--- src/common/fib_pkg.sv ---
/*
 * FIB packet formats and table geometry
 * Prefix word, metadata byte and the prefix hash shared by the FIB blocks
 */
`default_nettype none

package fib_pkg;

    // Prefix word geometry
    localparam int PREFIX_W     = 64;
    localparam int PREFIX_BYTES = 8;

    // Length index and hash widths
    localparam int LEN_W  = 6;
    localparam int HASH_W = 6;

    // One table row per prefix length
    localparam int TABLE_ROWS = 64;

    // Metadata byte as it arrives on the wire, bit 7 down to bit 0
    typedef struct packed {
        logic             spare;
        logic             is_interest;
        logic [LEN_W-1:0] prefix_len;
    } metadata_s;

    // Prefix word, filled byte-wise on ingress and masked bit-wise during search
    // bytes[PREFIX_BYTES-1] is the most significant byte
    typedef union packed {
        logic [PREFIX_BYTES-1:0][7:0] bytes;
        logic [PREFIX_W-1:0]          bits;
    } prefix_word_u;

    // XOR fold of the prefix down to the hash width
    // Hash bit k collects every prefix bit whose index modulo HASH_W is k
    function automatic logic [HASH_W-1:0] prefix_hash(input prefix_word_u prefix);
        logic [HASH_W-1:0] h;
        h = '0;
        for (int i = 0; i < PREFIX_W; i++) begin
            h[i % HASH_W] = h[i % HASH_W] ^ prefix.bits[i];
        end
        return h;
    endfunction

endpackage

`default_nettype wire

--- src/common/link_pkg.sv ---
/*
 * Link bundles around the FIB
 * SPI receive and transmit, PIT requests, lookups and the internal store links
 */
`default_nettype none

package link_pkg;

    import fib_pkg::*;

    // SPI receive side, start strobe then bytes
    typedef struct packed {
        logic       valid;
        logic [7:0] data;
    } spi_rx_s;

    // SPI transmit side, frame flag then bytes
    typedef struct packed {
        logic       flag;
        logic [7:0] data;
    } spi_tx_s;

    // Parsed interest towards the PIT hash table
    typedef struct packed {
        logic         ready;
        metadata_s    metadata;
        prefix_word_u prefix;
    } pit_req_s;

    // Lookup request from the PIT
    typedef struct packed {
        logic         start;
        metadata_s    metadata;
        prefix_word_u prefix;
    } lookup_req_s;

    // Table write request
    typedef struct packed {
        logic             en;
        logic [LEN_W-1:0] len;
        prefix_word_u     prefix;
    } learn_s;

    // Table read request
    typedef struct packed {
        logic             en;
        logic [LEN_W-1:0] len;
        prefix_word_u     prefix;
    } probe_s;

    // Search result for the transmitter
    typedef struct packed {
        logic         valid;
        metadata_s    metadata;
        prefix_word_u total_prefix;
        prefix_word_u longest_prefix;
    } match_s;

endpackage

`default_nettype wire

--- src/lookup/tx_serializer.sv ---
/*
 * SPI transmit serializer
 * Flag cycle, then metadata, original prefix and matched prefix one byte at a time
 */
`default_nettype none

module tx_serializer
    import fib_pkg::*;
    import link_pkg::*;
(
    input  logic    clk,
    input  logic    rst,
    input  match_s  match,
    output logic    busy,
    output spi_tx_s spi_tx
);

    // Metadata plus two prefixes
    localparam int FRAME_BYTES = 1 + 2 * PREFIX_BYTES;
    localparam int CNT_W       = $clog2(FRAME_BYTES);

    // frame_q[FRAME_BYTES-1] goes out first
    logic [FRAME_BYTES-1:0][7:0] frame_q;

    logic             busy_q;
    logic             flag_q;
    logic [CNT_W-1:0] cnt_q;
    logic             sending;

    // Flag cycle first, then one byte per count
    always_ff @(posedge clk or posedge rst) begin
        if (rst) begin
            busy_q <= 1'b0;
            flag_q <= 1'b0;
            cnt_q  <= '0;
        end else if (!busy_q) begin
            if (match.valid) begin
                busy_q <= 1'b1;
                flag_q <= 1'b1;
                cnt_q  <= '0;
            end
        end else if (flag_q) begin
            flag_q <= 1'b0;
        end else if (cnt_q == CNT_W'(FRAME_BYTES - 1)) begin
            // Last byte on the line this cycle
            busy_q <= 1'b0;
        end else begin
            cnt_q <= cnt_q + 1'b1;
        end
    end

    // Latch the whole result on acceptance
    always_ff @(posedge clk) begin
        if (match.valid && !busy_q) begin
            frame_q <= {match.metadata, match.total_prefix, match.longest_prefix};
        end
    end

    assign sending = busy_q && !flag_q;

    assign spi_tx.flag = flag_q;
    assign spi_tx.data = sending ? frame_q[CNT_W'(FRAME_BYTES - 1) - cnt_q] : 8'h00;

    // Search holds off while this is high
    assign busy = busy_q;

    // Search must not finish while a frame is still going out
    a_match_when_free: assert property (@(posedge clk) disable iff (rst)
        match.valid |-> !busy)
        else $error("match result arrived while transmitter busy");

endmodule

`default_nettype wire

--- config.mk ---
export PLATFORM = sky130hd
export DESIGN_NAME = tx_serializer
export DESIGN_NICKNAME = d
export VERILOG_FILES = /design/src/common/fib_pkg.sv /design/src/common/link_pkg.sv /design/src/lookup/tx_serializer.sv
export SDC_FILE = /design/constraint.sdc
export NUM_CORES = 1
export LEC_CHECK = 0
export ABC_CLOCK_PERIOD_IN_PS = 5900
export BUFFER_PORTS_ARGS = -buffer_cell sky130_fd_sc_hd__buf_2
export CORE_ASPECT_RATIO = 0.6
export CORE_UTILIZATION = 40
export CTS_BUF_LIST = sky130_fd_sc_hd__clkbuf_4 sky130_fd_sc_hd__clkbuf_8
export CTS_CLUSTER_DIAMETER = 30
export CTS_CLUSTER_SIZE = 25
export DETAILED_ROUTE_END_ITERATION = 16
export GPL_ROUTABILITY_DRIVEN = 0
export PLACE_DENSITY = 0.69
export SETUP_SLACK_MARGIN = 0.2
export SYNTH_ARGS = -nofsm -noshare
export SYNTH_HDL_FRONTEND = slang
export SYNTH_SLANG_ARGS = --single-unit
--- constraint.sdc ---
create_clock -name clk -period 5.9 [get_ports clk]
set_input_delay 0.59 -clock clk [delete_from_list [all_inputs] [get_ports clk]]
set_output_delay 0.59 -clock clk [all_outputs]
set_load 0.005 [all_outputs]
==> impl_results.md <==
- Outcome: completed
- Clk slew on worst S/H paths: about 0.08 ns
- CP max-delay cell: ha_2
- Slew of the pin with the lowest slew margin: 1.04 ns
- # H-tree levels: 4
- Clock latency at the later pin of the worst-skew pair: 0.42 ns
- Area added between synthesis and finish: 22.9%
- Worst hold path type: input port to asynchronous set/reset pin
- Most frequent cells in the layout: buf_2 (148), edfxtp_1 (136), mux2i_1 (40)
- Post-synthesis register bit count: about 140
- Synth top area share: between 70% and 80%
- Fin Setup TNS: 0 ns
- Reg-to-Reg Start: cnt_q[0]$_DFFE_PP0P_
- Post-synthesis instance area: 5720 um^2
- Tot Pwr: 3.45 mW
- CP Class: register to output port
- Worst path depth: 9
- FFs w/ async S/R, synth: under 10%
- Worst Clk Skew: about 0.0062 ns
- Commonest non-fill, non-tap cell in the layout: buf_2
- Setup Viol. Count Final: 0
- CP cell instances: buf_4 > inv_2 > ha_2 > buf_4 > mux2i_1 > mux4_2 > o22ai_1 > a21o_1 > buf_2
- Setup bufs post-CTS: 0
- Primary FF master, synth: edfxtp_1
- Remaining DRCs: 0
- MaxCap Viol Count: 0
- Root Driver: clkbuf_8
- Final WL: 11500 um
- Port Buffers: 148
- Clock Tree Buf Depth: 2
- Fin crit period: roughly 4.3 ns
- Num CTS Buffers: 17
- Max IR drop VDD: 0.227 mV
- Worst-path fanout max: 31
- Crit end category: output port
- Starting Density: between 40% and 50%
- Avg Inst Size Synth: 21.0 um^2
- Ports: approximately 150
- Worst path top cell family by delay: buffers and inverters
- Pin count of the biggest net entering global routing: between 80 and 90
- Final Util: 51.0%
- Pre-CTS setup slack: 1.95 ns
- Critical path buffers and inverters: 4
- R2r setup slk: 3.02 ns
- Post-route worst setup slack: between 1.5 and 2 ns
- Post-CTS sizing: 0
- Overall Global Routing Usage: roughly 16%
- Power per Cell Area: 491 nW/um^2
- Leak: 2.74 nW
- Cell Rows: 33
- EDFF count, synth: 136
- Core area: between 10000 and 15000 um^2
- Number of diodes: 0
- Max Clk Rate: 233 MHz
- Layout cells sized above 1: 45.6%
- Via density: 4.87
- Max Transition Viols Final: 0
- Routed len/inst: roughly 18 um
- Unrepaired setup endpoints after global routing: no
- FF-to-FF path depth: 9
- Initial DRC count: approximately 170
- Cell taking the most area after synthesis: edfxtp_1
- Pre-antenna DRT Iters: 4
- Post-CTS Hold Fix Bufs: 0
- Post-route ant nets: 0
- Syn_nets: 415
- Initial antenna violation count: 1
- Post-DP Area: 6620 um^2
- Detail Placement HPWL: just over 8000 um
- Area of the die: 14800 um^2
- First-pass GRT wire length: between 15000 and 20000 um
- Register area share after synthesis: 74.4%
- Netlist cell types: 33
- Die span in x: 156 um
- Crit Reg-Reg Endpoint: cnt_q[4]$_DFFE_PP0P_
- Vias in the first global route: around 3200
- Ranking of synthesized cells by area: edfxtp_1 (71%), mux2i_1 (7.0%), mux4_2 (6.3%)
- CTS Sinks: 143
- Syn. warnings: 0
- Most used cell, CP: buf_4
- Vias: 3090
- Worst setup SP type: register
- Slowest stage delay, CP: 0.75 ns
- Overflow after GRT: 0
- Nets@finish: 572
- Post-route cell area: 7030 um^2
- Worst EP required: around 5.3 ns
- Synthesized netlist cell count: 273
- Max-slew headroom: 30.4%
- TritonCTS clock tree: done
- Chip height: 94.7 um
- Final Hold Fails: 0
- Final period util: 72.8%
- Critical path arrival: 3.70 ns
[layer usage]
layer,vias to the layer above,share of wire [%],track usage (%)
met5,-,0,0
met4,0,0.84,5.72
met3,9,6.8,5.97
met2,119,46,25.1
met1,1525,47,22.0
li1,1437,-,-
[worst max-delay path by stage]
stage,to,start,slack [ns]
2_1_floorplan,frame_q[0]$_DFFE_PP_,match[136],0.84
3_3_place_gp,spi_tx[7],cnt_q[0]$_DFFE_PP0P_,2.07
3_5_place_dp,spi_tx[2],cnt_q[0]$_DFFE_PP0P_,1.95
4_1_cts,spi_tx[2],cnt_q[0]$_DFFE_PP0P_,1.46
5_1_grt,spi_tx[7],cnt_q[0]$_DFFE_PP0P_,1.30
6_report,spi_tx[2],cnt_q[0]$_DFFE_PP0P_,1.61
[worst register-to-register path, delay by kind of cell (launching register included)]
family | cells | cell delay (ns)
xor+xnor | 1 | 0.20
fa+ha+maj | 2 | 0.51
flops | 1 | 0.33
buf+inv | 2 | 0.59
simple gates | 4 | 1.12
[logic make-up (layout without fill, tap and decap cells)]
| family | Yosys count | in the layout | synth area share (%) |
|---|---|---|---|
| buffers and inverters | 18 | 188 | 2.49 |
| flip-flops | 143 | 143 | 74.4 |
| multiplexers | 64 | 64 | 17.0 |
| XOR/XNOR | 4 | 4 | 0.940 |
| AND/OR/NAND/NOR | 19 | 19 | 1.86 |
| adder cells (fa/ha/maj) | 3 | 3 | 0.656 |
| AO/OA/AOI/OAI | 22 | 22 | 2.67 |
[layout make-up]
cell class,instances,area (um^2)
multi-input combinational,112,1330
clock buffer,17,234
tap,192,240
sequential,143,4260
fill,1136,6760
inverter,4,15.0
timing repair buffer,152,771
clock inverter,15,181
[sequential cells by signal, indices dropped and copies added, names as in the netlist]
signal / count
busy: 1
cnt_q: 5
flag_q: 1
frame_q: 136
[through the flow]
stage	instances	hold WS, ns
2_1_floorplan	273	0.393
4_1_cts	635	0.0859
3_5_place_dp	603	0.561
3_3_place_gp	603	0.533
5_1_grt	635	0.0905
6_report	635	0.107
[power breakdown]
group          internal [mW]  switching [mW]  total, mW
clock network          0.423           0.380      0.803
registers               1.24          0.0514       1.29
logic                  0.664           0.697       1.36
[synth_stat cells (all sizes together), types with 2 or more instances]
cell,count
clkbuf,2
xor2,4
edfxtp,136
dfrtp,7
nand2,2
ha,3
mux2i,40
nand4,2
o22ai,8
mux4,24
nor3b,3
nor2,6
a21o,9
inv,4
buf,12
(Power assumes the default switching activity.)
