==> src/common/fib_pkg.sv <==
/*
 * FIB packet formats and table geometry
 * Prefix word, metadata byte and the prefix hash shared by the FIB blocks
 */
`default_nettype none

package fib_pkg;

    // Prefix word geometry
    localparam int PREFIX_W     = 64;
    localparam int PREFIX_BYTES = 8;

    // Length index and hash widths
    localparam int LEN_W  = 6;
    localparam int HASH_W = 6;

    // One table row per prefix length
    localparam int TABLE_ROWS = 64;

    // Metadata byte as it arrives on the wire, bit 7 down to bit 0
    typedef struct packed {
        logic             spare;
        logic             is_interest;
        logic [LEN_W-1:0] prefix_len;
    } metadata_s;

    // Prefix word, filled byte-wise on ingress and masked bit-wise during search
    // bytes[PREFIX_BYTES-1] is the most significant byte
    typedef union packed {
        logic [PREFIX_BYTES-1:0][7:0] bytes;
        logic [PREFIX_W-1:0]          bits;
    } prefix_word_u;

    // XOR fold of the prefix down to the hash width
    // Hash bit k collects every prefix bit whose index modulo HASH_W is k
    function automatic logic [HASH_W-1:0] prefix_hash(input prefix_word_u prefix);
        logic [HASH_W-1:0] h;
        h = '0;
        for (int i = 0; i < PREFIX_W; i++) begin
            h[i % HASH_W] = h[i % HASH_W] ^ prefix.bits[i];
        end
        return h;
    endfunction

endpackage

`default_nettype wire

==> src/common/link_pkg.sv <==
/*
 * Link bundles around the FIB
 * SPI receive and transmit, PIT requests, lookups and the internal store links
 */
`default_nettype none

package link_pkg;

    import fib_pkg::*;

    // SPI receive side, start strobe then bytes
    typedef struct packed {
        logic       valid;
        logic [7:0] data;
    } spi_rx_s;

    // SPI transmit side, frame flag then bytes
    typedef struct packed {
        logic       flag;
        logic [7:0] data;
    } spi_tx_s;

    // Parsed interest towards the PIT hash table
    typedef struct packed {
        logic         ready;
        metadata_s    metadata;
        prefix_word_u prefix;
    } pit_req_s;

    // Lookup request from the PIT
    typedef struct packed {
        logic         start;
        metadata_s    metadata;
        prefix_word_u prefix;
    } lookup_req_s;

    // Table write request
    typedef struct packed {
        logic             en;
        logic [LEN_W-1:0] len;
        prefix_word_u     prefix;
    } learn_s;

    // Table read request
    typedef struct packed {
        logic             en;
        logic [LEN_W-1:0] len;
        prefix_word_u     prefix;
    } probe_s;

    // Search result for the transmitter
    typedef struct packed {
        logic         valid;
        metadata_s    metadata;
        prefix_word_u total_prefix;
        prefix_word_u longest_prefix;
    } match_s;

endpackage

`default_nettype wire

==> src/lookup/lpm_search.sv <==
/*
 * Longest-prefix-match search
 * Probes from the requested length downwards, masking one prefix bit per miss
 */
`default_nettype none

module lpm_search
    import fib_pkg::*;
    import link_pkg::*;
(
    input  logic        clk,
    input  logic        rst,
    input  lookup_req_s lookup,
    input  logic        hit,
    input  logic        busy,
    output probe_s      probe,
    output match_s      match
);

    typedef enum logic [1:0] {
        ST_IDLE,
        ST_PROBE,
        ST_EVAL
    } state_e;

    state_e           state_q;
    logic [LEN_W-1:0] len_q;

    // Request copies and the working prefix
    metadata_s    meta_q;
    prefix_word_u total_q;
    prefix_word_u work_q;

    logic accept;
    logic found;
    logic step;

    // Start only when idle and the transmitter is free
    assign accept = (state_q == ST_IDLE) && lookup.start && !busy;

    // Stop on a hit, or once length 0 has been probed
    assign found = (state_q == ST_EVAL) && (hit || len_q == '0);

    // Miss with length left, drop one bit and go again
    assign step = (state_q == ST_EVAL) && !hit && (len_q != '0);

    // Control FSM and length
    always_ff @(posedge clk or posedge rst) begin
        if (rst) begin
            state_q <= ST_IDLE;
            len_q   <= '0;
        end else begin
            case (state_q)
                ST_IDLE: begin
                    if (accept) begin
                        state_q <= ST_PROBE;
                        len_q   <= lookup.metadata.prefix_len;
                    end
                end
                ST_PROBE: begin
                    state_q <= ST_EVAL;
                end
                ST_EVAL: begin
                    if (found) begin
                        state_q <= ST_IDLE;
                    end else begin
                        state_q <= ST_PROBE;
                        len_q   <= len_q - 1'b1;
                    end
                end
                default: begin
                    state_q <= ST_IDLE;
                end
            endcase
        end
    end

    // Payload capture and masking
    always_ff @(posedge clk) begin
        if (accept) begin
            meta_q  <= lookup.metadata;
            total_q <= lookup.prefix;
            work_q  <= lookup.prefix;
        end else if (step) begin
            work_q.bits[len_q] <= 1'b0;
        end
    end

    // Probe request for the current length
    assign probe.en     = (state_q == ST_PROBE);
    assign probe.len    = len_q;
    assign probe.prefix = work_q;

    // Result, valid for the single cycle that ends the search
    assign match.valid          = found;
    assign match.metadata       = meta_q;
    assign match.total_prefix   = total_q;
    assign match.longest_prefix = work_q;

    // Length 0 ends the search, never wraps
    a_no_len_wrap: assert property (@(posedge clk) disable iff (rst)
        ($past(state_q) != ST_IDLE && $past(len_q) == '0) |-> (len_q == '0))
        else $error("search length decremented below 0");

endmodule

`default_nettype wire

==> config.mk <==
export PLATFORM = sky130hd
export DESIGN_NAME = lpm_search
export DESIGN_NICKNAME = d
export VERILOG_FILES = /design/src/common/fib_pkg.sv /design/src/common/link_pkg.sv /design/src/lookup/lpm_search.sv
export SDC_FILE = /design/constraint.sdc
export NUM_CORES = 1
export LEC_CHECK = 0
export ABC_AREA = 1
export BUFFER_PORTS_ARGS = -buffer_cell sky130_fd_sc_hd__buf_2
export CORE_ASPECT_RATIO = 0.6
export CORE_MARGIN = 2
export CORE_UTILIZATION = 45
export CTS_BUF_LIST = sky130_fd_sc_hd__clkbuf_16
export CTS_CLUSTER_SIZE = 24
export DETAILED_ROUTE_END_ITERATION = 10
export GPL_TIMING_DRIVEN = 0
export PLACE_DENSITY = 0.77
export SLEW_MARGIN = 0
export SYNTH_ARGS = -nofsm -noshare
export SYNTH_HDL_FRONTEND = slang
export SYNTH_SLANG_ARGS = --single-unit
==> constraint.sdc <==
create_clock -name clk -period 2.8 [get_ports clk]
set_input_delay 0.56 -clock clk [delete_from_list [all_inputs] [get_ports clk]]
set_output_delay 0.56 -clock clk [all_outputs]
set_load 0.02 [all_outputs]
==> results_dict.tcl, run 1 <==
set metrics [dict create \
    dp_hpwl_um 13500 \
    startpoint_type "register" \
    status "complete, no violations" \
    worst_slack_ns 0.331 \
    final_core_util_pct 62.9 \
    nets 951 \
    ctsHoldBuffers 0 \
    grt_pass1_vias 4725 \
    viasPerCell 4.88 \
    die_area_sq_um 15000 \
    fill_cells 1151 \
    syn-num-nets 646 \
    postRouteAntennaNets 0 \
    setup_viol 0 \
    clk_path_buf_depth 2 \
    top_usage_layer "met2" \
    coreArea_sq_um 13700 \
    synth_area_sq_um 6300 \
    use_met2_pct 39.0 \
    power_density_nw_per_um2 912 \
    drv_cap 0 \
    max_freq_mhz 405 \
    critical_path_peak_fanout 8 \
    clkLatencyLatePin_ns 0.41 \
    ys_seq_elements 144 \
    worst-setup-path-type "register to primary output" \
    ys_seq_area_share_pct 68.0 \
    period_minus_slack_ns 2.47 \
    die_h_um 95.7 \
    drtPass1Iterations 5 \
    ir_drop_mv 0.394 \
    worstSetupEndpointType "primary output" \
    yosysTopAreaCellShare_pct 64.8 \
    grt_max_degree 52 \
    wire_per_inst_um 17.3 \
    hold_violations 0 \
    drt_wl_total_um 18700 \
    cts_sinks 144 \
    power_uw 7840 \
    grt-ovfl-total 0 \
    fin_crit_sh_pct 88.2 \
    tightest_slew_ns 1.16 \
    hold_class "primary input to asynchronous set/reset pin" \
    drt-initial-drc-count 270 \
    multiInputGateArea_sq_um 1400 \
    row_count 33 \
    final-max-slew-violation-count 0 \
    synth_cells 568 \
    ctsResizeCount 0 \
    root_buffer "clkbuf_16" \
    dp_worst_setup_slack_ns 0.226 \
    r2r_setup_slack_ns 0.48 \
    drc_errors 0 \
    whs_ns 0.106 \
    ctsHtreeMaxLevel 4 \
    start_util_pct 46.1 \
    numCtsBuffers 17 \
    clock_skew_ns 0.0119 \
    synth_area_leaders "edfxtp_1 (65%), nand2_1 (13%), buf_4 (7.7%), nand3_1 (5.6%), dfrtp_1 (3.2%)" \
    grtUsageMet3_pct 7.14 \
    seq_area_sq_um 4280 \
    antenna_found_initial 2 \
    track_usage_pct 24.4 \
    fin_setup_tns_ns 0 \
    layout-drive-gt1-share_pct 45.6 \
    postCtsSetupRepairBufs 0 \
    dieWidth_um 157 \
    max-slew-margin-rel_pct 22.3 \
    io_pins 285 \
    cp_data_arrival_time_ns 1.91 \
    yosysUniqueCellTypes 17 \
    syn_area_per_cell_sq_um 11.1 \
    met1_usage_pct 32.4 \
    grt_setup_unrepaired "no" \
    power_leakage_uw 0.00392 \
    cts_tree "built" \
    yosys.area.top_type "edfxtp_1" \
    place_congestion 0.824 \
    area_growth_pct 36.4 \
    required_ns 2.24 \
    portBuffers 284 \
    grt_first_pass_wirelength_um 26500 \
    vias 5265 \
    clk_pin_slew_ns 0.07 \
    yosysWarnings 0 \
]
## through the flow
stage / std cells / instance area [sq um]
global route: 1077 / 8590
floorplan: 568 / 6300
CTS: 1077 / 8590
detailed placement: 1046 / 8020
finish: 1078 / 8590
global placement: 1044 / 7960
## where the power goes
group / switching [uW] / total, uW / leakage (uW) / internal (uW)
registers: 244 / 3040 / 0.00137 / 2800
logic: 1770 / 2580 / 0.00228 / 817
clock network: 904 / 2210 / 0.000275 / 1310
total: 2910 / 7840 / 0.00392 / 4920
## critical path, stage by stage (launching register included)
cell and delay, ns:
dfrtp_1 0.49, inv_2 0.18, ha_1 0.27, nand3_1 0.14, a21oi_1 0.15, buf_4 0.12
buf_2 0.15
## Yosys cell counts
library cell,count
a21oi_1,2
buf_2,6
buf_4,65
clkbuf_1,10
dfrtp_1,8
edfxtp_1,136
ha_1,1
inv_1,11
inv_2,7
nand2_1,212
nand3_1,70
nor2_1,14
nor2_2,1
nor3_2,8
o21ai_0,11
o21ai_1,4
or2_2,2
## flip-flops by register name, summed over array words and instances (netlist names)
name,flops
len_q,6
total_q,64
state_q,2
work_q,64
match,8
## layer usage
layer,share of wire [%],vias to the layer above
met1,43,2485
met4,1.5,2
li1,-,2471
met5,0.070,-
met2,46,282
met3,9.6,25
## final cells by class
type / count / area share (%)
Antenna cell: 1 / 0.0291
Buffer: 81 / 6.52
Sequential cell: 144 / 49.8
Clock buffer: 17 / 4.95
Multi-Input combinational cell: 325 / 16.2
Timing Repair Buffer: 286 / 17.2
Inverter: 18 / 0.786
Clock inverter: 14 / 1.66
Tap cell: 192 / 2.80
## worst paths after layout
path,from,end,depth (start not counted)
max in group asynchronous,rst,state_q[1],2
min reg2reg,state_q[1],state_q[1],1
min,rst,len_q[4],2
min in group clk,lookup[70],match[134],1
max reg2reg,len_q[0],work_q[13],7
max,len_q[0],match[136],6
## logic make-up after synthesis
| group | count (synthesis) | share of synthesized area (%) |
|---|---|---|
| simple gates | 307 | 20.6 |
| buf+inv | 99 | 9.89 |
| compound gates | 17 | 1.35 |
| fa+ha+maj | 1 | 0.198 |
| flops | 144 | 68.0 |
## layout by cell type, fill, tap and decap left out, types with 3 or more instances in the layout
master and instances:
buf_2 288, buf_4 67, clkbuf_1 10, clkbuf_16 17, clkinvlp_4 4, dfrtp_1 8
edfxtp_1 136, inv_1 13, inv_2 7, inv_6 3, nand2_1 212, nand3_1 70
nor2_1 14, nor3_2 8, o21ai_0 11, o21ai_1 4
(Power assumes the default switching activity.)
==> run 2: changes to the inputs <==
--- a/config.mk
+++ b/config.mk
@@ -9,12 +9,12 @@
 export BUFFER_PORTS_ARGS = -buffer_cell sky130_fd_sc_hd__buf_2
 export CORE_ASPECT_RATIO = 0.6
 export CORE_MARGIN = 2
-export CORE_UTILIZATION = 45
+export CORE_UTILIZATION = 47
 export CTS_BUF_LIST = sky130_fd_sc_hd__clkbuf_16
 export CTS_CLUSTER_SIZE = 24
 export DETAILED_ROUTE_END_ITERATION = 10
 export GPL_TIMING_DRIVEN = 0
-export PLACE_DENSITY = 0.77
+export PLACE_DENSITY = 0.8
 export SLEW_MARGIN = 0
 export SYNTH_ARGS = -nofsm -noshare
 export SYNTH_HDL_FRONTEND = slang
==> constraint.sdc (replaced) <==
create_clock -name clk -period 2.35 [get_ports clk]
set_input_delay 0.47 -clock clk [delete_from_list [all_inputs] [get_ports clk]]
set_output_delay 0.47 -clock clk [all_outputs]
set_load 0.02 [all_outputs]
==> run 2 against run 1 <==
Compared with the run above:
- clock skew decreased by 0.0014 ns
- design area grew 0.66%
- non-clock buffer count unchanged
- global-route usage up 1.9 points
- sequential power grew 19%
- critical path type unchanged
- critical endpoint unchanged
- largest power group unchanged
- highest routed layer unchanged
==> results_dict.tcl, run 2 (synthesis gave the netlist of run 1 again) <==
set metrics [dict create \
    die_area_sq_um 14400 \
    crit_chain "inv_4 > ha_2 > nand3_1 > a21oi_1 > buf_4 > buf_2" \
    drt_wl_total_um 19000 \
    antenna_found_initial 1 \
    clock_skew_ns 0.0105 \
    cts_tree "built" \
    rr_startpoint "state_q[0]" \
    period_minus_slack_ns 2.22 \
    setup_viol 0 \
    die_h_um 93.7 \
    critical_path_peak_fanout 8 \
    drv_cap 0 \
    io_pins 285 \
    start_util_pct 48.6 \
    power_density_nw_per_um2 1130 \
    worstSetupEndpointType "primary output" \
    track_usage_pct 26.3 \
    whs_ns 0.0304 \
    power_leakage_uw 0.00396 \
    clk_path_buf_depth 2 \
    fin_area_sq_um 8650 \
    clk_pin_slew_ns 0.06 \
    dp_hpwl_um 13600 \
    wl_met3_um 2230 \
    tightest_slew_ns 1.10 \
    final-max-slew-violation-count 0 \
    grt_first_pass_wirelength_um 28600 \
    diodes 0 \
    place_congestion 0.834 \
    max_freq_mhz 450 \
    crit_family "flip-flops" \
    worst-path-buf-inv 3 \
    m1WireLength_um 7590 \
    drc_errors 0 \
    vias 5341 \
    required_ns 1.88 \
    worst-setup-path-type "register to primary output" \
    ctsHtreeMaxLevel 4 \
    final_cell_mix "buf_2 (288), nand2_1 (212), edfxtp_1 (136)" \
    coreArea_sq_um 13000 \
    dieWidth_um 153 \
    status "complete, no violations" \
    row_count 32 \
    ir_drop_mv 0.462 \
    wl_met2_um 8870 \
    power_uw 9740 \
    drtPass1Iterations 5 \
    wire_per_inst_um 17.9 \
    viasPerCell 5.06 \
    grt_pass1_vias 5193 \
    fin_setup_tns_ns 0 \
    cts_sinks 144 \
    drt-initial-drc-count 412 \
    dpl_cell_area_sq_um 7970 \
    top_layer_used "met5" \
    numCtsBuffers 17 \
    postRouteAntennaNets 0 \
    grt_setup_unrepaired "no" \
    max-slew-margin-rel_pct 26.5 \
    cp_data_arrival_time_ns 1.75 \
    nets 951 \
    fin_crit_sh_pct 94.6 \
    hold_violations 0 \
    cp_slowest_stage_delay_ns 0.45 \
    root_buffer "clkbuf_16" \
    grt_max_degree 74 \
    startpoint_type "register" \
    crit_path_top_delay_cell "dfrtp_1" \
    clkLatencyLatePin_ns 0.41 \
    final_common_cell "buf_2" \
    grt-ovfl-total 0 \
    crit_path_start "len_q[1]" \
    layout-drive-gt1-share_pct 46.0 \
    area_growth_pct 37.3 \
    hold_class "primary input to asynchronous set/reset pin" \
    portBuffers 284 \
]
[run 2: changes by cell type in the layout (fill, tap and decap cells not counted), moves of 2 or more]
cell and change:
buf_6 +2, bufinv_16 +3, clkinv_4 +2, clkinvlp_4 -3, inv_2 -2, inv_4 +2
inv_8 +2
[run 2: area by class of cell]
cell class                      count  area [sq um]
Multi-Input combinational cell    325          1400
Clock buffer                       17           425
Buffer                             81           568
Fill cell                        1070          4320
Inverter                           18          72.6
Clock inverter                     15           233
Timing Repair Buffer              286          1460
Tap cell                          170           213
Sequential cell                   144          4290
[run 2: timing repair]
| action | 4_1_cts | 5_1_grt |
|---|---|---|
| hold buffers | 0 | 0 |
| resized for setup | 2 | 4 |
| cloned | 0 | 0 |
| setup buffers | 0 | 1 |
| pin swaps | 0 | 0 |
| setup endpoints to repair | 71 | 51 |
[run 2: worst paths after layout]
path	slack (ns)	to	depth (start not counted)
worst max-delay path	0.13	match[136]	6
worst min-delay path	0.03	state_q[1]	2
worst max register to register	0.15	total_q[14]	5
worst min register to register	0.51	state_q[1]	1
max in group asynchronous	2.03	len_q[0]	2
min in group clk	0.24	match[135]	1
[run 2: worst register-to-register path, stage by stage, from the launching register on]
cell and delay (ns):
dfrtp_1 0.37, inv_1 0.11, nand3_1 0.40, inv_2 0.34, buf_6 0.33, buf_16 0.29
[run 2: stage by stage]
step	util (%)	setup WS [ns]	instances
after floorplan	-	0.0776	568
after global placement	61.2	-0.851	1022
after detailed placement	61.4	-0.195	1023
after CTS	66.5	0.00785	1055
after global routing	66.7	0.0106	1056
final	66.7	0.126	1056
[run 2: where the power goes]
group / internal (uW) / total [uW] / switching [uW]
Sequential: 3340 / 3630 / 286
Combinational: 972 / 3110 / 2140
Clock: 1910 / 3010 / 1100
[run 2: per-layer routing]
layer | track usage (%) | vias up
met5 | 0 | -
met4 | 7.11 | 2
met3 | 9.55 | 19
met2 | 42.0 | 309
met1 | 34.5 | 2533
li1 | - | 2478
