==> config.mk <==
export PLATFORM = sky130hd
export DESIGN_NAME = interest_parser
export DESIGN_NICKNAME = d
export VERILOG_FILES = /design/src/common/fib_pkg.sv /design/src/common/link_pkg.sv /design/src/design/interest_parser.sv
export SDC_FILE = /design/constraint.sdc
export NUM_CORES = 1
export LEC_CHECK = 0
export BUFFER_PORTS_ARGS = -buffer_cell sky130_fd_sc_hd__buf_4
export CORE_MARGIN = 2
export CORE_UTILIZATION = 45
export CTS_CLUSTER_SIZE = 20
export DETAILED_ROUTE_END_ITERATION = 8
export GPL_ROUTABILITY_DRIVEN = 0
export PLACE_DENSITY = 0.86
export SYNTH_ARGS = -nofsm -noshare
export SYNTH_HDL_FRONTEND = slang
export SYNTH_SLANG_ARGS = --single-unit
==> constraint.sdc <==
create_clock -name clk -period 3.1 [get_ports clk]
set_input_delay 0.155 -clock clk [delete_from_list [all_inputs] [get_ports clk]]
set_output_delay 0.155 -clock clk [all_outputs]
set_load 0.01 [all_outputs]
==> src/common/fib_pkg.sv <==
/*
 * FIB packet formats and table geometry
 * Prefix word, metadata byte and the prefix hash shared by the FIB blocks
 */
`default_nettype none

package fib_pkg;

    // Prefix word geometry
    localparam int PREFIX_W     = 64;
    localparam int PREFIX_BYTES = 8;

    // Length index and hash widths
    localparam int LEN_W  = 6;
    localparam int HASH_W = 6;

    // One table row per prefix length
    localparam int TABLE_ROWS = 64;

    // Metadata byte as it arrives on the wire, bit 7 down to bit 0
    typedef struct packed {
        logic             spare;
        logic             is_interest;
        logic [LEN_W-1:0] prefix_len;
    } metadata_s;

    // Prefix word, filled byte-wise on ingress and masked bit-wise during search
    // bytes[PREFIX_BYTES-1] is the most significant byte
    typedef union packed {
        logic [PREFIX_BYTES-1:0][7:0] bytes;
        logic [PREFIX_W-1:0]          bits;
    } prefix_word_u;

    // XOR fold of the prefix down to the hash width
    // Hash bit k collects every prefix bit whose index modulo HASH_W is k
    function automatic logic [HASH_W-1:0] prefix_hash(input prefix_word_u prefix);
        logic [HASH_W-1:0] h;
        h = '0;
        for (int i = 0; i < PREFIX_W; i++) begin
            h[i % HASH_W] = h[i % HASH_W] ^ prefix.bits[i];
        end
        return h;
    endfunction

endpackage

`default_nettype wire

==> src/common/link_pkg.sv <==
/*
 * Link bundles around the FIB
 * SPI receive and transmit, PIT requests, lookups and the internal store links
 */
`default_nettype none

package link_pkg;

    import fib_pkg::*;

    // SPI receive side, start strobe then bytes
    typedef struct packed {
        logic       valid;
        logic [7:0] data;
    } spi_rx_s;

    // SPI transmit side, frame flag then bytes
    typedef struct packed {
        logic       flag;
        logic [7:0] data;
    } spi_tx_s;

    // Parsed interest towards the PIT hash table
    typedef struct packed {
        logic         ready;
        metadata_s    metadata;
        prefix_word_u prefix;
    } pit_req_s;

    // Lookup request from the PIT
    typedef struct packed {
        logic         start;
        metadata_s    metadata;
        prefix_word_u prefix;
    } lookup_req_s;

    // Table write request
    typedef struct packed {
        logic             en;
        logic [LEN_W-1:0] len;
        prefix_word_u     prefix;
    } learn_s;

    // Table read request
    typedef struct packed {
        logic             en;
        logic [LEN_W-1:0] len;
        prefix_word_u     prefix;
    } probe_s;

    // Search result for the transmitter
    typedef struct packed {
        logic         valid;
        metadata_s    metadata;
        prefix_word_u total_prefix;
        prefix_word_u longest_prefix;
    } match_s;

endpackage

`default_nettype wire

==> src/design/interest_parser.sv <==
/*
 * Interest parser on the SPI receive link
 * Collects metadata and prefix bytes, then publishes to the PIT and learns the prefix
 */
`default_nettype none

module interest_parser
    import fib_pkg::*;
    import link_pkg::*;
(
    input  logic     clk,
    input  logic     rst,
    input  spi_rx_s  spi_rx,
    output pit_req_s pit_req,
    output learn_s   learn
);

    localparam int CNT_W = $clog2(PREFIX_BYTES);

    typedef enum logic [1:0] {
        ST_IDLE,
        ST_META,
        ST_PREFIX,
        ST_PUBLISH
    } state_e;

    state_e       state_q;
    logic [CNT_W-1:0] byte_cnt_q;

    // Packet being assembled
    metadata_s    meta_q;
    prefix_word_u prefix_q;

    logic publish;

    // Control FSM
    always_ff @(posedge clk or posedge rst) begin
        if (rst) begin
            state_q    <= ST_IDLE;
            byte_cnt_q <= '0;
        end else begin
            case (state_q)
                ST_IDLE: begin
                    // Start strobe only counts here
                    if (spi_rx.valid) begin
                        state_q <= ST_META;
                    end
                end
                ST_META: begin
                    state_q    <= ST_PREFIX;
                    byte_cnt_q <= CNT_W'(PREFIX_BYTES - 1);
                end
                ST_PREFIX: begin
                    if (byte_cnt_q == '0) begin
                        state_q <= ST_PUBLISH;
                    end else begin
                        byte_cnt_q <= byte_cnt_q - 1'b1;
                    end
                end
                ST_PUBLISH: begin
                    // One cycle with the packet on the outputs
                    state_q <= ST_IDLE;
                end
                default: begin
                    state_q <= ST_IDLE;
                end
            endcase
        end
    end

    // Byte capture, prefix arrives MSB first
    always_ff @(posedge clk) begin
        if (state_q == ST_META) begin
            meta_q <= metadata_s'(spi_rx.data);
        end
        if (state_q == ST_PREFIX) begin
            prefix_q.bytes <= {prefix_q.bytes[PREFIX_BYTES-2:0], spi_rx.data};
        end
    end

    // Non-interest packets are consumed silently
    assign publish = (state_q == ST_PUBLISH) && meta_q.is_interest;

    assign pit_req.ready    = publish;
    assign pit_req.metadata = meta_q;
    assign pit_req.prefix   = prefix_q;

    // Learn at the row given by the prefix length
    assign learn.en     = publish;
    assign learn.len    = meta_q.prefix_len;
    assign learn.prefix = prefix_q;

    // Ready is a single pulse per packet
    a_ready_pulse: assert property (@(posedge clk) disable iff (rst)
        pit_req.ready |=> !pit_req.ready)
        else $error("pit_req.ready held for more than one cycle");

endmodule

`default_nettype wire

==> results of run 1 <==
-- per-stage QoR --
step / area (um^2) / hold WS, ns / util / cells
after floorplan: 3044 / -0.06648 / - / 177
after global placement: 3774 / 0.07613 / 0.5843 / 338
after detailed placement: 3774 / 0.07625 / 0.5843 / 338
after CTS: 4071 / 0.2616 / 0.6304 / 363
after global routing: 4071 / 0.2740 / 0.6304 / 363
final: 4071 / 0.2788 / 0.6304 / 363
-- state kept, by name, summed over array words and instances, names as in the netlist --
signal / flops
prefix_q: 64
state_q: 2
byte_cnt_q: 3
pit_req: 2
learn: 6
-- how the worst min path moves through the flow --
stage / to / slack (ns) / depth (start not counted)
after floorplan: byte_cnt_q[0] / -0.07 / 1
after global placement: state_q[1] / 0.08 / 2
after detailed placement: state_q[1] / 0.08 / 2
after CTS: state_q[0] / 0.26 / 3
after global routing: byte_cnt_q[1] / 0.27 / 3
final: state_q[0] / 0.28 / 3
-- power groups by stage --
| stage | clock network, mW | registers, mW | logic, mW |
|---|---|---|---|
| final | 0.784 | 2.05 | 1.83 |
| after floorplan | 0 | 2.20 | 0.967 |
| after global routing | 0.863 | 2.11 | 1.95 |
| after CTS | 0.807 | 2.06 | 1.85 |
| after detailed placement | 0 | 2.08 | 1.84 |
| after global placement | 0 | 2.05 | 1.80 |
-- metal layers --
layer  GRT usage  wire, um  vias up
met5           0         0        -
met4     0.08381       102        0
met3     0.05333       593       11
met2      0.2509      2865      112
met1      0.1669      2114      789
li1            -         -      751
-- area by class of cell --
type | instances | area, um^2 | area share
clock inverter | 4 | 72.57 | 0.01782
clock buffer | 12 | 135.1 | 0.03319
multi-input combinational | 22 | 196.4 | 0.04825
inverter | 6 | 22.52 | 0.005532
tap | 77 | 96.34 | 0.02366
sequential | 77 | 2287 | 0.5618
timing repair buffer | 165 | 1261 | 0.3098
-- logic make-up after synthesis --
| kind of cell | share of synthesized area |
|---|---|
| buffers and inverters | 0.1850 |
| flip-flops | 0.7513 |
| AND/OR/NAND/NOR | 0.01849 |
| adder cells (fa/ha/maj) | 0.02466 |
| AO/OA/AOI/OAI | 0.009044 |
| multiplexers | 0.01151 |
-- synthesized netlist by cell type, drive strengths merged --
library cell,count,area share
nand2,1,0.0012
nand2b,1,0.0045
mux2,1,0.0049
ha,6,0.025
o22a,1,0.0033
mux2i,2,0.0066
edfxtp,72,0.71
a21oi,1,0.0029
nor2b,2,0.0041
dfrtp,5,0.041
and2,1,0.0021
inv,6,0.0074
buf,72,0.18
nor2,4,0.0049
o221ai,1,0.0029
nand3,1,0.0016
-- worst reg2reg max path, delay by kind of cell, from the launching register on --
family | cells | cell delay, ns
buffers and inverters | 2 | 0.53
DFF | 1 | 0.42
adders and majority gates | 1 | 0.31
and+or+nand+nor | 2 | 0.23
muxes | 1 | 0.08
-- timing repair --
item	in CTS	in global routing
hold endpoints to repair	21	0
setup buffers	0	0
hold buffers	9	0
==> impl_metrics.tcl, run 1 <==
set metrics [dict create \
    antenna_found_initial 0 \
    synth_area_per_cell_um2 17.20 \
    critical_path.n_buffers_inverters 2 \
    gr-usage-all-layers 0.1499 \
    firstDrtPassIters 4 \
    cp_data_arrival_time_ns 1.89 \
    synth.cell_area_mm2 0.003044 \
    regToRegStartpoint "state_q[0]" \
    minimum_clock_period_ns 1.676 \
    max-clock-path-buffers 2 \
    drive_gt1_frac 0.6084 \
    pre_cts_ws_ns 1.435 \
    status "complete, no violations" \
    postCtsResizedCells 0 \
    r2r_setup_slack_ns 1.42 \
    route.detailed.vias_per_inst 4.581 \
    io_pins 155 \
    place.port_buffers 154 \
    fillerInstances 476 \
    worst_setup_path_start_kind "register" \
    rsz0062_at_grt "no" \
    setup_viol 0 \
    fp.dieArea_mm2 0.007439 \
    power.share.clock 0.168 \
    worst_slack_ns 1.424 \
    clkSlewWorstSetupHoldPaths_ns 0.07 \
    critical_path_capture_point_type "register" \
    cts_tree "done" \
    routed_wirelength_um 5675 \
    tightest_slew_ns 0.4861 \
    clock.fmax_mhz 596.6 \
    routedWlPerCell_um 15.63 \
    internal-power_mw 3.138 \
    timing.setup.critical_path_class "register to register" \
    worst_path_dominant_cell_family "buffers and inverters" \
    diodes 0 \
    critPathRequiredTime_ns 3.32 \
    placeableCoreArea_mm2 0.006459 \
    r2r-end "byte_cnt_q[0]" \
    leading_cell_type_in_the_layout_fill_and_taps_excluded "sky130_fd_sc_hd__buf_4" \
    die_y_um 86.25 \
    synthesis.nets 194 \
    final.setup_skew_ns 0.005867 \
    route.detailed.drc 0 \
    number_of_global_route_vias_before_repair 1594 \
    hold_violations 0 \
    slew_violations 0 \
    totalPowerFinal_mw 4.669 \
    fp.dieW_um 86.25 \
    tritoncts_num_sinks 77 \
    grt_max_degree 34 \
    cap_violations 0 \
    yosysWarnings 0 \
    cts-root-buf "sky130_fd_sc_hd__clkbuf_8" \
    overflow 0 \
    vdd_ir_drop_max_mv 0.5696 \
    cts_buffers 9 \
    ys_types 16 \
    ys_seq_area_frac 0.7513 \
    layout_common_cells "sky130_fd_sc_hd__buf_4, sky130_fd_sc_hd__edfxtp_1, sky130_fd_sc_hd__clkbuf_8, sky130_fd_sc_hd__dlygate4sd3_1, sky130_fd_sc_hd__inv_1" \
    critPathSlowestCell "sky130_fd_sc_hd__dfrtp_1" \
    setup-tns-final_ns 0 \
    pwr-share-seq 0.440 \
    grt_first_pass_wirelength_um 8238 \
    clock_latency_ns 0.33 \
    cts-htree-levels 3 \
    detailed_router_s_first_iteration_violation_count 54 \
    worstHoldPathType "primary input to async pin" \
    syn2layout_area_growth_pct 33.74 \
    crit_path_max_cell_delay_ns 0.42 \
    final.period_utilization 0.5407 \
    swShare 0.3279 \
    powerDensity_mw_per_mm2 1147 \
    number_of_cells_traversed_by_the_worst_register_to_register_path 6 \
    postSynthCellCount 177 \
    power_switching_mw 1.531 \
    yosys_register_bits 77 \
    slew-limit-headroom 0.6759 \
    initial_util 0.4713 \
    place_hpwl_um 3994 \
    critical_path_fanouts_max 33 \
    cp-endpoint "byte_cnt_q[0]" \
    layout.nets 298 \
    residual_antenna_violating_net_count_after_detailed_routing 0 \
    placementRows 29 \
    total_leakage_power_nw 1.766 \
    timing.critical_path.depth 6 \
    routed-via-count 1663 \
    timing.critical_path.from "state_q[0]" \
    power.share.combinational 0.392 \
    cp_cell_sequence "inv_1, ha_2, buf_4, nor2b_1, nor2_1, mux2i_1" \
]
No activity file was read; power rests on OpenSTA's default activity.
==> run 2, diff against run 1 <==
- clock period: 3.1 -> 1.6 ns (I/O delays scaled with it)
==> impl_metrics.tcl, run 2 (synthesis results as in run 1) <==
set metrics [dict create \
    power_switching_mw 2.959 \
    antenna_found_initial 0 \
    minimum_clock_period_ns 1.412 \
    most_flop_heavy_register "prefix_q" \
    firstDrtPassIters 4 \
    placementRows 29 \
    layout.nets 299 \
    power.share.combinational 0.412 \
    cts-htree-levels 3 \
    internal-power_mw 5.850 \
    route.detailed.vias_per_inst 4.570 \
    place.port_buffers 154 \
    number_of_setup_buffers_added_after_cts 0 \
    max-clock-path-buffers 2 \
    final.period_utilization 0.8823 \
    die_y_um 86.25 \
    powerDensity_mw_per_mm2 2174 \
    clkSlewWorstSetupHoldPaths_ns 0.07 \
    slew_violations 0 \
    detailroute.wirelength.met2_um 2763 \
    hold_violations 0 \
    routedWlPerCell_um 15.38 \
    final.setup_skew_ns 0.005754 \
    overflow 0 \
    grt_first_pass_wirelength_um 7962 \
    routedLengthMet1_um 2134 \
    critical_path_fanouts_max 4 \
    cts_hold_repair.buffers 9 \
    setup_viol 0 \
    io_pins 155 \
    power.share.clock 0.137 \
    largest_reg_flops 64 \
    leading_cell_type_in_the_layout_fill_and_taps_excluded "sky130_fd_sc_hd__buf_4" \
    clock_latency_ns 0.33 \
    cts_buffers 9 \
    diodes 0 \
    critical_path_capture_point_type "register" \
    worstHoldPathType "primary input to async pin" \
    dpl-instance-area_mm2 0.003804 \
    vdd_ir_drop_max_mv 1.017 \
    slew-limit-headroom 0.8164 \
    top_signal_layer_used "met4" \
    cap_violations 0 \
    routed_wirelength_um 5583 \
    gr-usage-all-layers 0.1447 \
    fp.dieW_um 86.25 \
    swShare 0.3359 \
    syn2layout_area_growth_pct 33.13 \
    critPathRequiredTime_ns 1.82 \
    place_hpwl_um 4040 \
    cts-root-buf "sky130_fd_sc_hd__clkbuf_8" \
    cts_tree "done" \
    dr_wl_met3_um 582 \
    number_of_global_route_vias_before_repair 1590 \
    tightest_slew_ns 0.2755 \
    cp_data_arrival_time_ns 1.63 \
    fin_hold_ws_ns 0.1895 \
    post-route-cell-area_mm2 0.004053 \
    timing.setup.critical_path_class "register to register" \
    pwr-share-seq 0.451 \
    clock.fmax_mhz 708.4 \
    worst_setup_path_start_kind "register" \
    residual_antenna_violating_net_count_after_detailed_routing 0 \
    grt_max_degree 47 \
    detailed_router_s_first_iteration_violation_count 53 \
    placeableCoreArea_mm2 0.006459 \
    routed-via-count 1659 \
    status "complete, no violations" \
    initial_util 0.4713 \
    postCtsResizedCells 0 \
    drive_gt1_frac 0.6119 \
    layout_common_cells "sky130_fd_sc_hd__buf_4, sky130_fd_sc_hd__edfxtp_1, sky130_fd_sc_hd__clkbuf_8, sky130_fd_sc_hd__dlygate4sd3_1" \
    rsz0062_at_grt "no" \
    tritoncts_num_sinks 77 \
    total_leakage_power_nw 1.759 \
    route.detailed.drc 0 \
    fp.dieArea_mm2 0.007439 \
]
run 2: path summary, 6_finish.rpt:
path,startpoint,endpoint,slack [ns],cells past startpoint
min reg2reg,prefix_q[52],prefix_q[60],0.48,0
min,rst,state_q[1],0.19,3
max,state_q[1],state_q[1],0.19,5
max in group asynchronous,rst,state_q[0],1.24,3
min in group clk,spi_rx[8],state_q[0],0.20,4
max reg2reg,state_q[1],state_q[1],0.19,5
run 2: cell type report:
cell class | instances | area (um^2)
fillers | 470 | 2406
well taps | 77 | 96.34
clock buffers | 12 | 145.1
flip-flops and latches | 77 | 2287
inverters | 6 | 22.52
repair buffers | 166 | 1281
multi-input cells | 22 | 206.4
clock inverters | 3 | 13.76
run 2: per-stage QoR:
stage | util | power (mW) | std cells | TNS (ns) | worst slack, ns
after floorplan | - | 6.129 | 177 | -0.05049 | -0.05049
after global placement | 0.5889 | 7.539 | 339 | 0 | 0.2446
after detailed placement | 0.5889 | 7.690 | 339 | 0 | 0.1974
after CTS | 0.6275 | 8.926 | 363 | 0 | 0.1807
after global routing | 0.6275 | 9.283 | 363 | 0 | 0.09992
final | 0.6275 | 8.809 | 363 | 0 | 0.1883
run 2: critical path, stage by stage (launching register included):
cell and delay [ns]:
sky130_fd_sc_hd__dfrtp_1 0.43, sky130_fd_sc_hd__inv_1 0.09, sky130_fd_sc_hd__ha_1 0.20, sky130_fd_sc_hd__nor2b_1 0.14, sky130_fd_sc_hd__a21oi_2 0.14, sky130_fd_sc_hd__mux2_4 0.31
run 2: layer usage:
metal | vias up | track usage
met1 | 775 | 0.1609
met3 | 10 | 0.05619
met2 | 115 | 0.2410
met5 | - | 0
li1 | 759 | -
met4 | 0 | 0.07670
run 2: power groups by stage:
stage	registers (mW)	logic, mW	clock network (mW)
5_1_grt	4.09	3.86	1.33
3_5_place_dp	4.04	3.65	0
4_1_cts	4.00	3.67	1.25
6_report	3.98	3.62	1.21
3_3_place_gp	3.97	3.57	0
2_1_floorplan	4.22	1.91	0
==> run 3, diff against run 2 <==
- CORE_UTILIZATION: 45 -> 49
- PLACE_DENSITY: 0.86 -> 0.92
- clock period: 1.6 -> 1.75 ns (I/O delays scaled with it)
==> impl_metrics.tcl, run 3 (synthesis results as in run 1) <==
set metrics [dict create \
    status "complete, no violations" \
    fillerInstances 406 \
    place_hpwl_um 4108 \
    worstHoldPathType "primary input to async pin" \
    number_of_cells_traversed_by_the_worst_register_to_register_path 5 \
    rsz0062_at_grt "no" \
    firstDrtPassIters 4 \
    top_signal_layer_used "met4" \
    cts-htree-levels 3 \
    powerDensity_mw_per_mm2 2034 \
    slew_violations 0 \
    fp.dieW_um 82.82 \
    antenna_found_initial 0 \
    layout.nets 299 \
    fp.dieArea_mm2 0.006859 \
    routed_wirelength_um 5661 \
    swShare 0.3256 \
    final.period_utilization 0.8271 \
    power.share.combinational 0.401 \
    total_leakage_power_nw 1.788 \
    cts_tree "done" \
    cap_violations 0 \
    route.detailed.vias_per_inst 4.566 \
    die_y_um 82.82 \
    layout_common_cells "sky130_fd_sc_hd__buf_4, sky130_fd_sc_hd__edfxtp_1, sky130_fd_sc_hd__clkbuf_8, sky130_fd_sc_hd__dlygate4sd3_1, sky130_fd_sc_hd__inv_1" \
    final.setup_skew_ns 0.006484 \
    diodes 0 \
    largest_reg_flops 64 \
    leading_cell_type_in_the_layout_fill_and_taps_excluded "sky130_fd_sc_hd__buf_4" \
    cts_buffers 9 \
    worst_setup_path_start_kind "register" \
    clock.fmax_mhz 690.9 \
    timing.setup.critical_path_class "register to register" \
    grt_max_degree 38 \
    max-clock-path-buffers 2 \
    dpl-instance-area_mm2 0.003814 \
    critical_path_fanouts_max 4 \
    regToRegStartpoint "state_q[1]" \
    grt_first_pass_wirelength_um 8783 \
    routedWlPerCell_um 15.64 \
    detailroute.wirelength.met2_um 2850 \
    clkSlewWorstSetupHoldPaths_ns 0.07 \
    placeableCoreArea_mm2 0.005956 \
    dr_wl_met3_um 603 \
    minimum_clock_period_ns 1.447 \
    hold_violations 0 \
    post-route-util 0.6901 \
    cp_data_arrival_time_ns 1.66 \
    critical_path_capture_point_type "register" \
    vdd_ir_drop_max_mv 1.104 \
    setup-tns-final_ns 0 \
    residual_antenna_violating_net_count_after_detailed_routing 0 \
    tritoncts_num_sinks 77 \
    placementRows 28 \
    syn2layout_area_growth_pct 35.02 \
    most_flop_heavy_register "prefix_q" \
    critPathRequiredTime_ns 1.97 \
    clock_latency_ns 0.33 \
    number_of_global_route_vias_before_repair 1681 \
    tightest_slew_ns 0.2107 \
    routedLengthMet1_um 2150 \
    power_switching_mw 2.723 \
    slew-limit-headroom 0.8595 \
    internal-power_mw 5.639 \
    drive_gt1_frac 0.6132 \
    r2r_setup_slack_ns 0.30 \
    route.detailed.drc 0 \
    io_pins 155 \
    routed-via-count 1653 \
    number_of_setup_buffers_added_after_cts 0 \
    overflow 0 \
    post-route-cell-area_mm2 0.004110 \
    pwr-share-seq 0.435 \
    place.port_buffers 154 \
    timing.critical_path.from "state_q[1]" \
    setup_viol 0 \
    detailed_router_s_first_iteration_violation_count 62 \
    cts-root-buf "sky130_fd_sc_hd__clkbuf_8" \
    initial_util 0.5111 \
    power.share.clock 0.164 \
    gr-usage-all-layers 0.1649 \
]
==> run 3: worst paths after layout <==
path                            endpoint
max                           state_q[1]
min                           state_q[0]
max reg2reg                   state_q[1]
min reg2reg                 prefix_q[14]
max in group asynchronous  byte_cnt_q[2]
min in group clk              state_q[1]
==> run 3: critical path, stage by stage (launching register included) <==
cell	delay, ns
sky130_fd_sc_hd__dfrtp_1	0.43
sky130_fd_sc_hd__inv_1	0.09
sky130_fd_sc_hd__ha_1	0.20
sky130_fd_sc_hd__nor2b_1	0.14
sky130_fd_sc_hd__a21oi_2	0.16
sky130_fd_sc_hd__mux2_4	0.31
==> run 3: through the flow <==
step	hold WS, ns	std cells	power [mW]	worst slack, ns
6_report	0.2211	362	8.362	0.3025
5_1_grt	0.2134	362	8.815	0.2096
4_1_cts	0.1979	362	8.469	0.2980
3_5_place_dp	0.008247	337	7.071	0.3145
3_3_place_gp	0.008045	337	6.903	0.3976
2_1_floorplan	-0.1340	177	5.599	0.07041
==> run 3: power groups by stage <==
stage | clock [mW] | sequential [mW] | combinational (mW)
3_5_place_dp | 0 | 3.69 | 3.39
4_1_cts | 1.41 | 3.66 | 3.40
2_1_floorplan | 0 | 3.86 | 1.74
6_report | 1.37 | 3.64 | 3.36
3_3_place_gp | 0 | 3.62 | 3.28
5_1_grt | 1.49 | 3.76 | 3.56
==> run 3: layer usage <==
layer / GRT usage / vias up
li1: - / 754
met2: 0.2801 / 114
met1: 0.1815 / 779
met4: 0.05067 / 0
met5: 0 / -
met3: 0.08250 / 6
==> run 3: final cells by class <==
class / instances / area (um^2) / share of cell area
clock buffers: 11 / 131.4 / 0.03196
inverters: 6 / 22.52 / 0.005479
clock inverters: 5 / 75.07 / 0.01826
flip-flops and latches: 77 / 2287 / 0.5565
repair buffers: 166 / 1294 / 0.3148
multi-input cells: 22 / 206.4 / 0.05023
well taps: 75 / 93.84 / 0.02283
==> run 3: what timing repair did <==
item	CTS	global route
setup endpoints to repair	0	0
endpoints found under the hold margin	21	0
resized for setup	0	0
hold buffers	9	0
